==> config.mk <==
export PLATFORM = sky130hd
export DESIGN_NAME = round_key_ram
export DESIGN_NICKNAME = d
export VERILOG_FILES = /design/src/source/aes_sizes_pkg.sv /design/src/source/round_key_ram.sv
export SDC_FILE = /design/constraint.sdc
export NUM_CORES = 2
export LEC_CHECK = 0
export BUFFER_PORTS_ARGS = -buffer_cell sky130_fd_sc_hd__buf_2
export CAP_MARGIN = 20
export CORE_MARGIN = 3
export CORE_UTILIZATION = 64
export CTS_CLUSTER_DIAMETER = 150
export DETAILED_ROUTE_END_ITERATION = 8
export PLACE_DENSITY = 0.85
export SLEW_MARGIN = 20
export SYNTH_ARGS = -nofsm -noshare
export SYNTH_HDL_FRONTEND = slang
export SYNTH_SLANG_ARGS = --single-unit
==> constraint.sdc <==
create_clock -name clk -period 28 [get_ports clk]
set_input_delay 2.8 -clock clk [delete_from_list [all_inputs] [get_ports clk]]
set_output_delay 2.8 -clock clk [all_outputs]
set_load 0.02 [all_outputs]
==> src/source/aes_sizes_pkg.sv <==
package aes_sizes_pkg;

	// data block and round key share one width.
	localparam int blk_bits = 128;

	// key port width; aes-128 keys occupy the upper half.
	localparam int key_bits = 256;

	localparam int word_bits = 32; // one key schedule word.

	// rounds per key length.
	localparam int nr_128 = 10;
	localparam int nr_256 = 14;

	// round-key storage, one entry per round key.
	localparam int addr_bits = 4;
	localparam int ram_depth = nr_256 + 1;

	typedef enum logic {
		key_len_128 = 1'b0,
		key_len_256 = 1'b1
	} key_len_t;

	typedef enum logic [1:0] {
		op_key_exp = 2'd0, // fill the round-key ram.
		op_encrypt = 2'd1,
		op_decrypt = 2'd2
	} aes_op_t;

endpackage

==> src/source/round_key_ram.sv <==
module round_key_ram (
	input  logic                                clk,
	input  logic [aes_sizes_pkg::addr_bits-1:0] addr,
	input  logic [aes_sizes_pkg::blk_bits-1:0]  wdata,
	input  logic                                we,
	output logic [aes_sizes_pkg::blk_bits-1:0]  rdata
);

	import aes_sizes_pkg::*;

	logic [blk_bits-1:0] mem [ram_depth]; // one entry per round key.

	always_ff @(posedge clk) begin
		if (we)
			mem[addr] <= wdata;
		rdata <= mem[addr]; // registered read, one cycle of latency.
	end

endmodule
==> impl_metrics.tcl <==
set metrics [dict create \
    antenna_found_initial 43 \
    via_count 36464 \
    place.gp.congestion 0.7196 \
    ir_worst_vdd_mv 0.06039 \
    synth_edf_count 1920 \
    grtUsageTotal 0.2938 \
    synth-main-ff-cell "edfxtp_1" \
    regToRegSetupSlack_ns 26.35 \
    areaGrowthSynthToFinish_pct 12.53 \
    postCtsSetupBuffers 0 \
    cp_slowest_stage_delay_ns 0.82 \
    startpoint_type "input port" \
    synth_nets 3418 \
    finalSetupViolCount 0 \
    min_to "rdata[65]" \
    ys_ff_latch 2048 \
    worst_pin_slew_ns 1.153 \
    path_depth 8 \
    cts_tree "done" \
    layout_commonest_cell "edfxtp_1" \
    clk_pin_slew_ns 0.06 \
    crit_buf_inv 5 \
    relSlewSlack 0.2311 \
    antenna_violating_nets_post_route 0 \
    fmax_mhz 140.2 \
    clk-insertion-delay-late_ns 0.79 \
    grt_pass1_vias 38001 \
    ys_warn_count 0 \
    critPathSlowestCell "buf_4" \
    wl_per_cell_um 32.87 \
    power.leakage_nw 27.65 \
    rsz0062_at_grt "false" \
    crit_chain "buf_8 > buf_12 > buf_4 > buf_4 > buf_4 > mux4_2 > a22o_1 > a221o_1" \
    synthArstFlopShare 0 \
    final_max_slew_viol_count 0 \
    fin_crit_ns 7.131 \
    crit_path_end_kind "flip-flop" \
    die_area_sq_um 121000 \
    dpl_cell_area_sq_um 77800 \
    cts_sinks 2048 \
    start_util 0.6499 \
    die_y_um 347.9 \
    rr_endpoint "rdata[15]" \
    p_per_area_nw_per_um2 75.88 \
    drt_iter0_markers 5028 \
    fin_crit_sh 0.2547 \
    post-route-cell-area_sq_um 84200 \
    hpwl_mm 80.08 \
    cp_top_family "buffers and inverters" \
    fin_setup_tns_ns 0 \
    cts_resized 0 \
    synthDistinctLibCells 24 \
    io_pins 262 \
    grt_max_degree 161 \
    rr_startpoint "mem[7][15]" \
    io_buffers 261 \
    final-hold-violation-count 0 \
    layout.nets 3757 \
    fillerInstances 6054 \
    clockBufferDepth 3 \
    syn_area_sq_um 74820 \
    hold_path.class "flip-flop to flip-flop" \
    hold_depth 3 \
    syn_area_per_cell_sq_um 22.78 \
    crit_arrival_ns 7.79 \
    crit_type "input port to flip-flop" \
    cts_buffers 190 \
    rows 124 \
    min-delay-start "mem[14][65]" \
    fp.dieW_um 347.9 \
    grt_pass1_wl_mm 256.2 \
    worst_path_most_repeated_cell "buf_4" \
    htree_levels 4 \
    wirelength_mm 175.3 \
    via_per_inst 6.836 \
    cap_violations 0 \
    grt_overflow 0 \
    layout.area.seq_sq_um 60220 \
    cts-root-buf "clkbuf_16" \
    cp.required_ns 28.66 \
    drc 0 \
    rr_worst_depth 3 \
    status "finished, final reports clean" \
    post-route-util 0.7314 \
    skew_ns 0.02469 \
    cp_max_fo 100 \
    synth_seq_area_share 0.8048 \
    final_cell_mix "1920 x edfxtp_1, 373 x mux4_2, 259 x buf_2" \
    multiInputGateArea_sq_um 13750 \
    postSynthCellCount 3284 \
    hold_buffers 0 \
    drive_above_1_share 0.2670 \
    core_area_sq_um 115100 \
    drtPass1Iterations 6 \
]
## per-stage QoR
stage / worst slack, ns / power [mW] / instances / hold WS, ns
after floorplan: 14.87 / 3.711 / 3284 / 0.5509
after global placement: 19.97 / 3.825 / 4942 / 0.5615
after detailed placement: 19.96 / 3.839 / 4943 / 0.5767
after CTS: 20.71 / 6.415 / 5299 / 0.5896
after global routing: 20.35 / 6.548 / 5307 / 0.6246
final: 20.87 / 6.389 / 5334 / 0.5801
## cell families (layout without fill, tap and decap cells)
logic type / Yosys count / in the layout / synth area share
DFF: 2048 / 2048 / 0.8048
AOI/OAI and AO/OA: 384 / 384 / 0.04067
and+or+nand+nor: 154 / 154 / 0.008077
buffers and inverters: 186 / 689 / 0.01316
muxes: 512 / 512 / 0.1333
other: 0 / 35 / 0
## worst register-to-register path: stages, from the launching register on
cell and delay, ns:
edfxtp_1 0.42, mux4_2 0.53, a22o_1 0.25, a221o_1 0.32
## final cells by class
| type | count | area share |
|---|---|---|
| Clock inverter | 86 | 0.01018 |
| Antenna cell | 35 | 0.001040 |
| Sequential cell | 2048 | 0.7152 |
| Timing Repair Buffer | 333 | 0.02306 |
| Multi-Input combinational cell | 1050 | 0.1633 |
| Clock buffer | 270 | 0.06478 |
| Tap cell | 1512 | 0.02247 |
## cells in the mapped netlist, types with 2 or more instances
cell | number | area, sq um
buf_4 | 10 | 75.07
nand2_1 | 131 | 491.7
nor2b_1 | 2 | 12.51
a221o_1 | 128 | 1281
mux4_1 | 11 | 289.0
buf_6 | 20 | 225.2
buf_1 | 8 | 30.03
nand2b_1 | 2 | 12.51
mux2i_1 | 128 | 1281
dfxtp_1 | 128 | 2562
edfxtp_1 | 1920 | 57660
nor3_1 | 4 | 20.02
o21ai_1 | 50 | 250.2
mux4_2 | 373 | 8401
a22o_1 | 128 | 1121
clkbuf_1 | 88 | 330.3
buf_2 | 58 | 290.3
nor2_1 | 12 | 45.04
o21ai_0 | 78 | 390.4
## metal layers
| layer | GRT usage | share of wire | vias up |
|---|---|---|---|
| met1 | 0.3908 | 0.35 | 18894 |
| met2 | 0.4792 | 0.50 | 2487 |
| met5 | 0 | 0.00081 | - |
| met3 | 0.07535 | 0.12 | 432 |
| met4 | 0.1096 | 0.033 | 22 |
| li1 | - | - | 14629 |
## registers in the layout (all words and copies together) (netlist names)
signal  count
mem      1920
rdata     128
## worst max path at each step
stage | from | end
after detailed placement | addr[0] | rdata[79]
after CTS | addr[0] | rdata[82]
after global routing | addr[0] | rdata[82]
after floorplan | addr[3] | mem[8][0]
after global placement | addr[0] | rdata[73]
final | addr[0] | rdata[82]
## where the power goes
part,switching [mW],total [mW],internal (mW)
clock network,1.10,2.61,1.50
registers,0.0324,3.46,3.43
logic,0.202,0.325,0.123
total,1.34,6.39,5.05
Power figures use the tool's default switching activity.
