$ cat src/source/aes_sizes_pkg.sv
package aes_sizes_pkg;

	// data block and round key share one width.
	localparam int blk_bits = 128;

	// key port width; aes-128 keys occupy the upper half.
	localparam int key_bits = 256;

	localparam int word_bits = 32; // one key schedule word.

	// rounds per key length.
	localparam int nr_128 = 10;
	localparam int nr_256 = 14;

	// round-key storage, one entry per round key.
	localparam int addr_bits = 4;
	localparam int ram_depth = nr_256 + 1;

	typedef enum logic {
		key_len_128 = 1'b0,
		key_len_256 = 1'b1
	} key_len_t;

	typedef enum logic [1:0] {
		op_key_exp = 2'd0, // fill the round-key ram.
		op_encrypt = 2'd1,
		op_decrypt = 2'd2
	} aes_op_t;

endpackage

$ cat src/source/aes_math_pkg.sv
package aes_math_pkg;

	import aes_sizes_pkg::*;

	function automatic logic [7:0] xtime(input logic [7:0] b);
		return {b[6:0], 1'b0} ^ (b[7] ? 8'h1b : 8'h00);
	endfunction

	function automatic logic [7:0] gf_mul(input logic [7:0] a, input logic [7:0] b);
		logic [7:0] p;
		logic [7:0] acc;
		p = a;
		acc = 8'h00;
		for (int i = 0; i < 8; i++) begin
			if (b[i])
				acc = acc ^ p;
			p = xtime(p);
		end
		return acc;
	endfunction

	// a^254 also maps zero to zero.
	function automatic logic [7:0] gf_inv(input logic [7:0] a);
		logic [7:0] p;
		logic [7:0] r;
		p = a;
		r = 8'h01;
		for (int i = 1; i < 8; i++) begin
			p = gf_mul(p, p);
			r = gf_mul(r, p);
		end
		return r;
	endfunction

	function automatic logic [7:0] rotl8(input logic [7:0] b, input int n);
		return (b << n) | (b >> (8 - n));
	endfunction

	function automatic logic [7:0] sbox(input logic [7:0] a);
		logic [7:0] b;
		b = gf_inv(a);
		return b ^ rotl8(b, 1) ^ rotl8(b, 2) ^ rotl8(b, 3) ^ rotl8(b, 4) ^ 8'h63;
	endfunction

	function automatic logic [7:0] inv_sbox(input logic [7:0] a);
		return gf_inv(rotl8(a, 1) ^ rotl8(a, 3) ^ rotl8(a, 6) ^ 8'h05);
	endfunction

	function automatic logic [7:0] rcon(input logic [3:0] i);
		logic [7:0] r;
		r = 8'h01;
		for (int k = 1; k < 16; k++) begin
			if (k < i)
				r = xtime(r);
		end
		return r;
	endfunction

	function automatic logic [word_bits-1:0] sub_word(input logic [word_bits-1:0] w);
		logic [word_bits-1:0] o;
		for (int i = 0; i < word_bits / 8; i++)
			o[8*i +: 8] = sbox(w[8*i +: 8]);
		return o;
	endfunction

	function automatic logic [word_bits-1:0] rot_word(input logic [word_bits-1:0] w);
		return {w[word_bits-9:0], w[word_bits-1 -: 8]};
	endfunction

	function automatic logic [blk_bits-1:0] sub_bytes(input logic [blk_bits-1:0] s);
		logic [blk_bits-1:0] o;
		for (int i = 0; i < blk_bits / 8; i++)
			o[8*i +: 8] = sbox(s[8*i +: 8]);
		return o;
	endfunction

	function automatic logic [blk_bits-1:0] inv_sub_bytes(input logic [blk_bits-1:0] s);
		logic [blk_bits-1:0] o;
		for (int i = 0; i < blk_bits / 8; i++)
			o[8*i +: 8] = inv_sbox(s[8*i +: 8]);
		return o;
	endfunction

	// byte 4c+r is row r of column c with byte 0 in the top bits.
	function automatic logic [blk_bits-1:0] shift_rows(input logic [blk_bits-1:0] s);
		logic [blk_bits-1:0] o;
		for (int c = 0; c < 4; c++)
			for (int r = 0; r < 4; r++)
				o[blk_bits-1-8*(4*c+r) -: 8] = s[blk_bits-1-8*(4*((c+r)%4)+r) -: 8];
		return o;
	endfunction

	function automatic logic [blk_bits-1:0] inv_shift_rows(input logic [blk_bits-1:0] s);
		logic [blk_bits-1:0] o;
		for (int c = 0; c < 4; c++)
			for (int r = 0; r < 4; r++)
				o[blk_bits-1-8*(4*c+r) -: 8] = s[blk_bits-1-8*(4*((c-r+4)%4)+r) -: 8];
		return o;
	endfunction

	function automatic logic [word_bits-1:0] mix_column(input logic [word_bits-1:0] w);
		logic [7:0] a0;
		logic [7:0] a1;
		logic [7:0] a2;
		logic [7:0] a3;
		{a0, a1, a2, a3} = w;
		return {xtime(a0) ^ xtime(a1) ^ a1 ^ a2 ^ a3,
			a0 ^ xtime(a1) ^ xtime(a2) ^ a2 ^ a3,
			a0 ^ a1 ^ xtime(a2) ^ xtime(a3) ^ a3,
			xtime(a0) ^ a0 ^ a1 ^ a2 ^ xtime(a3)};
	endfunction

	function automatic logic [word_bits-1:0] inv_mix_column(input logic [word_bits-1:0] w);
		logic [7:0] a0;
		logic [7:0] a1;
		logic [7:0] a2;
		logic [7:0] a3;
		{a0, a1, a2, a3} = w;
		return {gf_mul(a0, 8'h0e) ^ gf_mul(a1, 8'h0b) ^ gf_mul(a2, 8'h0d) ^ gf_mul(a3, 8'h09),
			gf_mul(a0, 8'h09) ^ gf_mul(a1, 8'h0e) ^ gf_mul(a2, 8'h0b) ^ gf_mul(a3, 8'h0d),
			gf_mul(a0, 8'h0d) ^ gf_mul(a1, 8'h09) ^ gf_mul(a2, 8'h0e) ^ gf_mul(a3, 8'h0b),
			gf_mul(a0, 8'h0b) ^ gf_mul(a1, 8'h0d) ^ gf_mul(a2, 8'h09) ^ gf_mul(a3, 8'h0e)};
	endfunction

	function automatic logic [blk_bits-1:0] mix_columns(input logic [blk_bits-1:0] s);
		logic [blk_bits-1:0] o;
		for (int c = 0; c < 4; c++)
			o[blk_bits-1-word_bits*c -: word_bits] =
				mix_column(s[blk_bits-1-word_bits*c -: word_bits]);
		return o;
	endfunction

	function automatic logic [blk_bits-1:0] inv_mix_columns(input logic [blk_bits-1:0] s);
		logic [blk_bits-1:0] o;
		for (int c = 0; c < 4; c++)
			o[blk_bits-1-word_bits*c -: word_bits] =
				inv_mix_column(s[blk_bits-1-word_bits*c -: word_bits]);
		return o;
	endfunction

endpackage

$ cat src/source/key_expansion.sv
module key_expansion (
	input  logic                                clk,
	input  logic                                arst_n,
	input  logic                                start,
	input  aes_sizes_pkg::key_len_t             key_len,
	input  logic [aes_sizes_pkg::key_bits-1:0]  key,
	output logic [aes_sizes_pkg::blk_bits-1:0]  wdata,
	output logic [aes_sizes_pkg::addr_bits-1:0] addr,
	output logic                                we,
	output logic                                done
);

	import aes_sizes_pkg::*;
	import aes_math_pkg::*;

	logic [blk_bits-1:0]  cur; // round key being written.
	logic [blk_bits-1:0]  nxt; // the one after it, aes-256 only.
	logic [blk_bits-1:0]  gen;
	logic [word_bits-1:0] src_word;
	logic [word_bits-1:0] tmp;
	logic [addr_bits-1:0] cnt;
	logic [addr_bits-1:0] last;
	logic [addr_bits-1:0] rc_idx;
	logic                 rot_rule;
	logic                 run;
	logic                 fin;

	assign last = (key_len == key_len_128) ? addr_bits'(nr_128) : addr_bits'(nr_256);

	// aes-256 uses SubWord alone on every other group.
	assign rot_rule = (key_len == key_len_128) || !cnt[0];
	assign rc_idx = (key_len == key_len_128) ? cnt + 1'b1 : (cnt >> 1) + 1'b1;

	assign src_word = (key_len == key_len_128) ? cur[word_bits-1:0] : nxt[word_bits-1:0];
	assign tmp = rot_rule ? sub_word(rot_word(src_word)) ^ {rcon(rc_idx), 24'h000000}
		: sub_word(src_word);

	// each new word is the word four (or eight) back xor the previous one.
	assign gen[127:96] = cur[127:96] ^ tmp;
	assign gen[95:64] = cur[95:64] ^ gen[127:96];
	assign gen[63:32] = cur[63:32] ^ gen[95:64];
	assign gen[31:0] = cur[31:0] ^ gen[63:32];

	assign wdata = cur;
	assign addr = cnt;
	assign we = run;

	always_ff @(posedge clk or negedge arst_n) begin
		if (!arst_n) begin
			run <= 1'b0;
			fin <= 1'b0;
			done <= 1'b0;
			cnt <= '0;
		end else begin
			done <= fin; // one idle cycle after the last write.
			fin <= 1'b0;
			if (start) begin
				run <= 1'b1;
				cnt <= '0;
			end else if (run) begin
				if (cnt == last) begin
					run <= 1'b0;
					fin <= 1'b1;
				end else begin
					cnt <= cnt + 1'b1;
				end
			end
		end
	end

	always_ff @(posedge clk) begin
		if (start) begin
			cur <= key[key_bits-1 -: blk_bits];
			nxt <= key[blk_bits-1:0];
		end else if (run) begin
			if (key_len == key_len_128) begin
				cur <= gen;
			end else begin
				cur <= nxt;
				nxt <= gen;
			end
		end
	end

endmodule

$ cat config.mk
export PLATFORM = sky130hd
export DESIGN_NAME = key_expansion
export DESIGN_NICKNAME = d
export VERILOG_FILES = /design/src/source/aes_sizes_pkg.sv /design/src/source/aes_math_pkg.sv /design/src/source/key_expansion.sv
export SDC_FILE = /design/constraint.sdc
export NUM_CORES = 2
export LEC_CHECK = 0
export BUFFER_PORTS_ARGS = -buffer_cell sky130_fd_sc_hd__buf_2
export CAP_MARGIN = 10
export CORE_MARGIN = 2
export CORE_UTILIZATION = 60
export CTS_CLUSTER_DIAMETER = 50
export CTS_CLUSTER_SIZE = 20
export DETAILED_ROUTE_END_ITERATION = 12
export HOLD_SLACK_MARGIN = 0.08
export MAX_ROUTING_LAYER = met4
export PLACE_DENSITY = 0.78
export SLEW_MARGIN = 20
export SYNTH_ARGS = -nofsm -noshare
export SYNTH_HDL_FRONTEND = slang
export SYNTH_SLANG_ARGS = --single-unit
export TNS_END_PERCENT = 50
$ cat constraint.sdc
create_clock -name clk -period 24.1 [get_ports clk]
set_input_delay 3.615 -clock clk [delete_from_list [all_inputs] [get_ports clk]]
set_output_delay 3.615 -clock clk [all_outputs]
set_load 0.02 [all_outputs]
==> out/metrics.sh <==
MAX-CAP-VIOLATIONS=0
WORST_EP_REQUIRED_TIME_NS=24.46
PORTBUFFERS=393
CLK_LATENCY_NS=0.67
SYNTHDISTINCTLIBCELLS=132
FINISH.NET_COUNT=9546
DIE-AREA_UM2=126000
CRITICAL-PATH-TOP-CELL-BY-COUNT='sky130_fd_sc_hd__xnor2_1'
REGTOREGENDPOINT='wdata[20]'
CRIT_PATH_TOP_DELAY_CELL='sky130_fd_sc_hd__xnor2_1'
HOLD_PATH_DEPTH=0
AVGROUTEDWIREPERCELL_UM=21.7
GRT-OVFL-TOTAL=0
AVGSYNTHCELLAREA_UM2=8.20
WORST_SLEW_PIN_SLEW_NS=1.16
FMAXACHIEVABLE_GHz=0.0442
TIMING.SETUP.CRITICAL_PATH_CLASS='primary input to flip-flop'
CPPEAKSTAGEDELAY_NS=0.83
PLACEABLECOREAREA_UM2=123000
CP-START-KIND='primary input'
KIND_OF_END_POINT_OF_THE_CRITICAL_PATH='flip-flop'
TIMING.SETUP.TNS_NS=0
VIASPERCELL=6.31
GRT_SETUP_UNREPAIRED='no'
LAYOUT_WORST_PATH_CYCLE_SHARE_PCT=93.8
FIRST_GLOBAL_VIAS=64443
INITIAL_UTILIZATION_PCT=60.2
FILL_CELL_TOTAL_OF_THE_FINISHED_LAYOUT=10439
SLEW_VIOLATIONS=0
WL_MM=237
SYNTH_FP_NETS=9335
REGAREA_UM2=7860
FINALCRITICALPERIOD_NS=22.61
SYNTH.FF_LATCH_COUNT=263
YOSYSSEQAREASHARE_PCT=10.6
AREA_TAKEN_BY_MULTI_INPUT_LOGIC_GATES_UM2=63600
DRIVE_GT1_SHARE_PCT=16.6
STATUS='completed'
PIN_COUNT=394
CTS.SINK_COUNT=263
FLOORPLAN.DIE.HEIGHT_UM=356
REPORT.FINAL.SETUP_VIOL=0
DIE_WIDTH_UM=356
TRITONCTS='done'
MOST-COMMON-LAYOUT-CELLS='1601 x sky130_fd_sc_hd__xnor2_1, 1207 x sky130_fd_sc_hd__nor2_1, 843 x sky130_fd_sc_hd__nand2_1, 476 x sky130_fd_sc_hd__a21oi_1, 462 x sky130_fd_sc_hd__xor2_1'
CTS-BUFFERS-INSERTED=42
SYN-INSTANCE-COUNT=9052
ASYNCSETRESETFLOPFRACSYNTH_PCT=2.66
LAYOUT_STAGE_AREA_GROWTH_OVER_THE_SYNTHESIS_RESULT_PCT=8.19
GRT_START_MAX_NET_PINS=144
PLACEMENT_ROWS=129
DETAIL_ROUTE.ITER0.VIOLATIONS=8430
HOLD_PATH.CLASS='flip-flop to flip-flop'
REG2REG_SETUP_SLACK_NS=4.15
YS_DOMINANT_REG_CELL='sky130_fd_sc_hd__edfxtp_1'
SKEW_NS=0.0649
MAXSLEWHEADROOM_PCT=21.9
FF2FF_PATH_DEPTH=61
STARTPOINT_OF_THE_LOWEST_SLACK_REGISTER_TO_REGISTER_PATH='wdata[23]'
WORST_EP_ARRIVAL_TIME_NS=22.98
YOSYSWARNINGS=0
CLKSLEWWORSTSETUPHOLDPATHS_NS=0.06
CLOCK_TREE.ROOT_CELL='sky130_fd_sc_hd__clkbuf_16'
HTREEDEPTH=2
POST-ROUTE-DRC-COUNT=0
LAYOUT_COMMONEST_CELL='sky130_fd_sc_hd__xnor2_1'
FINALHOLDVIOLATIONS=0
GRT_UTIL_ALL_LAYERS_PCT=37.1
TIMING.HOLD.WORST_ENDPOINT='done'
CLOCKBUFFERDEPTH=3
GRT_FIRST_PASS_WIRELENGTH_MM=369
HP-START='fin'
DR_TOTAL_VIAS=69078
PLACER_CONGESTION_ESTIMATE=1.00
ANTENNA_LEFT=0
INITIAL_ANTENNA_VIOLATION_COUNT=12
SYNTH.CELL_AREA_UM2=74200
POSTCTSSETUPBUFFERS=0
DRTPASS1ITERATIONS=9
CRIT_PATH_MAX_FANOUT=63
PLACED_WIRE_LENGTH_ESTIMATE_MM=178
SYNTH_EDF_COUNT=256
## metrics by stage
step                worst slack (ns)  instance area (um2)  instances  util [%]  hold WS [ns]
finish                          1.49                80300      10944      65.2         0.359
global route                   0.339                80300      10943      65.2         0.378
CTS                             1.23                80200      10933      65.1         0.359
detailed placement             0.674                78700      10856      63.9         0.339
global placement                1.18                78700      10856      63.9         0.337
floorplan                       2.93                74200       9052         -         0.331
## area by class of cell
cell class	instances	share of cell area, %
multi-input cells	8065	79.2
flip-flops and latches	263	9.80
repair buffers	775	6.08
well taps	1637	2.55
clock buffers	48	1.36
inverters	116	0.544
clock inverters	29	0.436
diodes	11	0.0343
## worst max-delay path, delay by kind of cell
kind                     cells  cell delay [ns]
multiplexers                 3             1.09
AND/OR/NAND/NOR              7             1.20
AO/OA/AOI/OAI               11             3.07
adder cells (fa/ha/maj)      4             1.96
buffers and inverters        9             1.89
XOR/XNOR                    28            10.04
## synth_stat cells, drive strengths merged (30+ instances only)
| master | count | area (um2) |
|---|---|---|
| a211oi | 89 | 711 |
| a21o | 32 | 240 |
| a21oi | 485 | 2460 |
| a22oi | 62 | 503 |
| a31oi | 75 | 469 |
| and2 | 50 | 314 |
| and3 | 50 | 313 |
| buf | 218 | 1230 |
| clkbuf | 390 | 1470 |
| edfxtp | 256 | 7690 |
| inv | 106 | 398 |
| mux2 | 259 | 2920 |
| mux2i | 307 | 3260 |
| nand2 | 843 | 3160 |
| nand2b | 56 | 350 |
| nand3 | 211 | 1060 |
| nand4 | 32 | 200 |
| nor2 | 1222 | 4630 |
| nor2b | 66 | 415 |
| nor3 | 200 | 1010 |
| nor4 | 30 | 209 |
| o211ai | 63 | 473 |
| o21ai | 523 | 2630 |
| o221ai | 32 | 287 |
| o22ai | 103 | 671 |
| or2 | 35 | 219 |
| or3 | 37 | 231 |
| xnor2 | 1793 | 17200 |
| xnor3 | 389 | 8820 |
| xor2 | 526 | 5120 |
| xor3 | 47 | 1130 |
## state kept, by name, summed over array words and instances (netlist names)
signal and count:
wdata 128, we 1, addr 4, fin 1, nxt 128, done 1
## routing by layer
layer | vias up | wire length [um] | track usage, %
li1 | 31939 | - | -
met1 | 33036 | 98300 | 49.6
met2 | 3651 | 106000 | 56.1
met3 | 452 | 24200 | 6.96
met4 | 0 | 8300 | 12.5
met5 | - | 0 | -
## worst max-delay path by stage
stage                       start  cells after the start  slack [ns]         to
final                     key_len                     62        1.49  wdata[20]
after global routing      key_len                     67        0.34  wdata[21]
after CTS                 key_len                     65        1.23  wdata[17]
after detailed placement  key_len                     65        0.67  wdata[17]
after global placement    key_len                     67        1.18  wdata[21]
after floorplan           key_len                     73        2.93  wdata[22]
## cells by family (layout without fill, tap and decap cells)
kind of cell,Yosys count,count (layout),synth area share (%)
AND/OR/NAND/NOR,2898,2898,17.0
XOR/XNOR,2755,2755,43.5
AO/OA/AOI/OAI,1816,1816,15.7
buffers and inverters,724,968,4.22
multiplexers,569,569,8.43
flip-flops,263,263,10.6
adder cells (fa/ha/maj),27,27,0.442
other,0,11,0
## timing repair
item,4_1_cts,5_1_grt
hold buffers,0,0
setup endpoints to repair,0,9
resized for setup,0,3
endpoints found under the hold margin,0,0
Power is left out: the tool's default activity adds up to more than one toggle a clock period on the data nets, which glitch-free logic cannot reach.
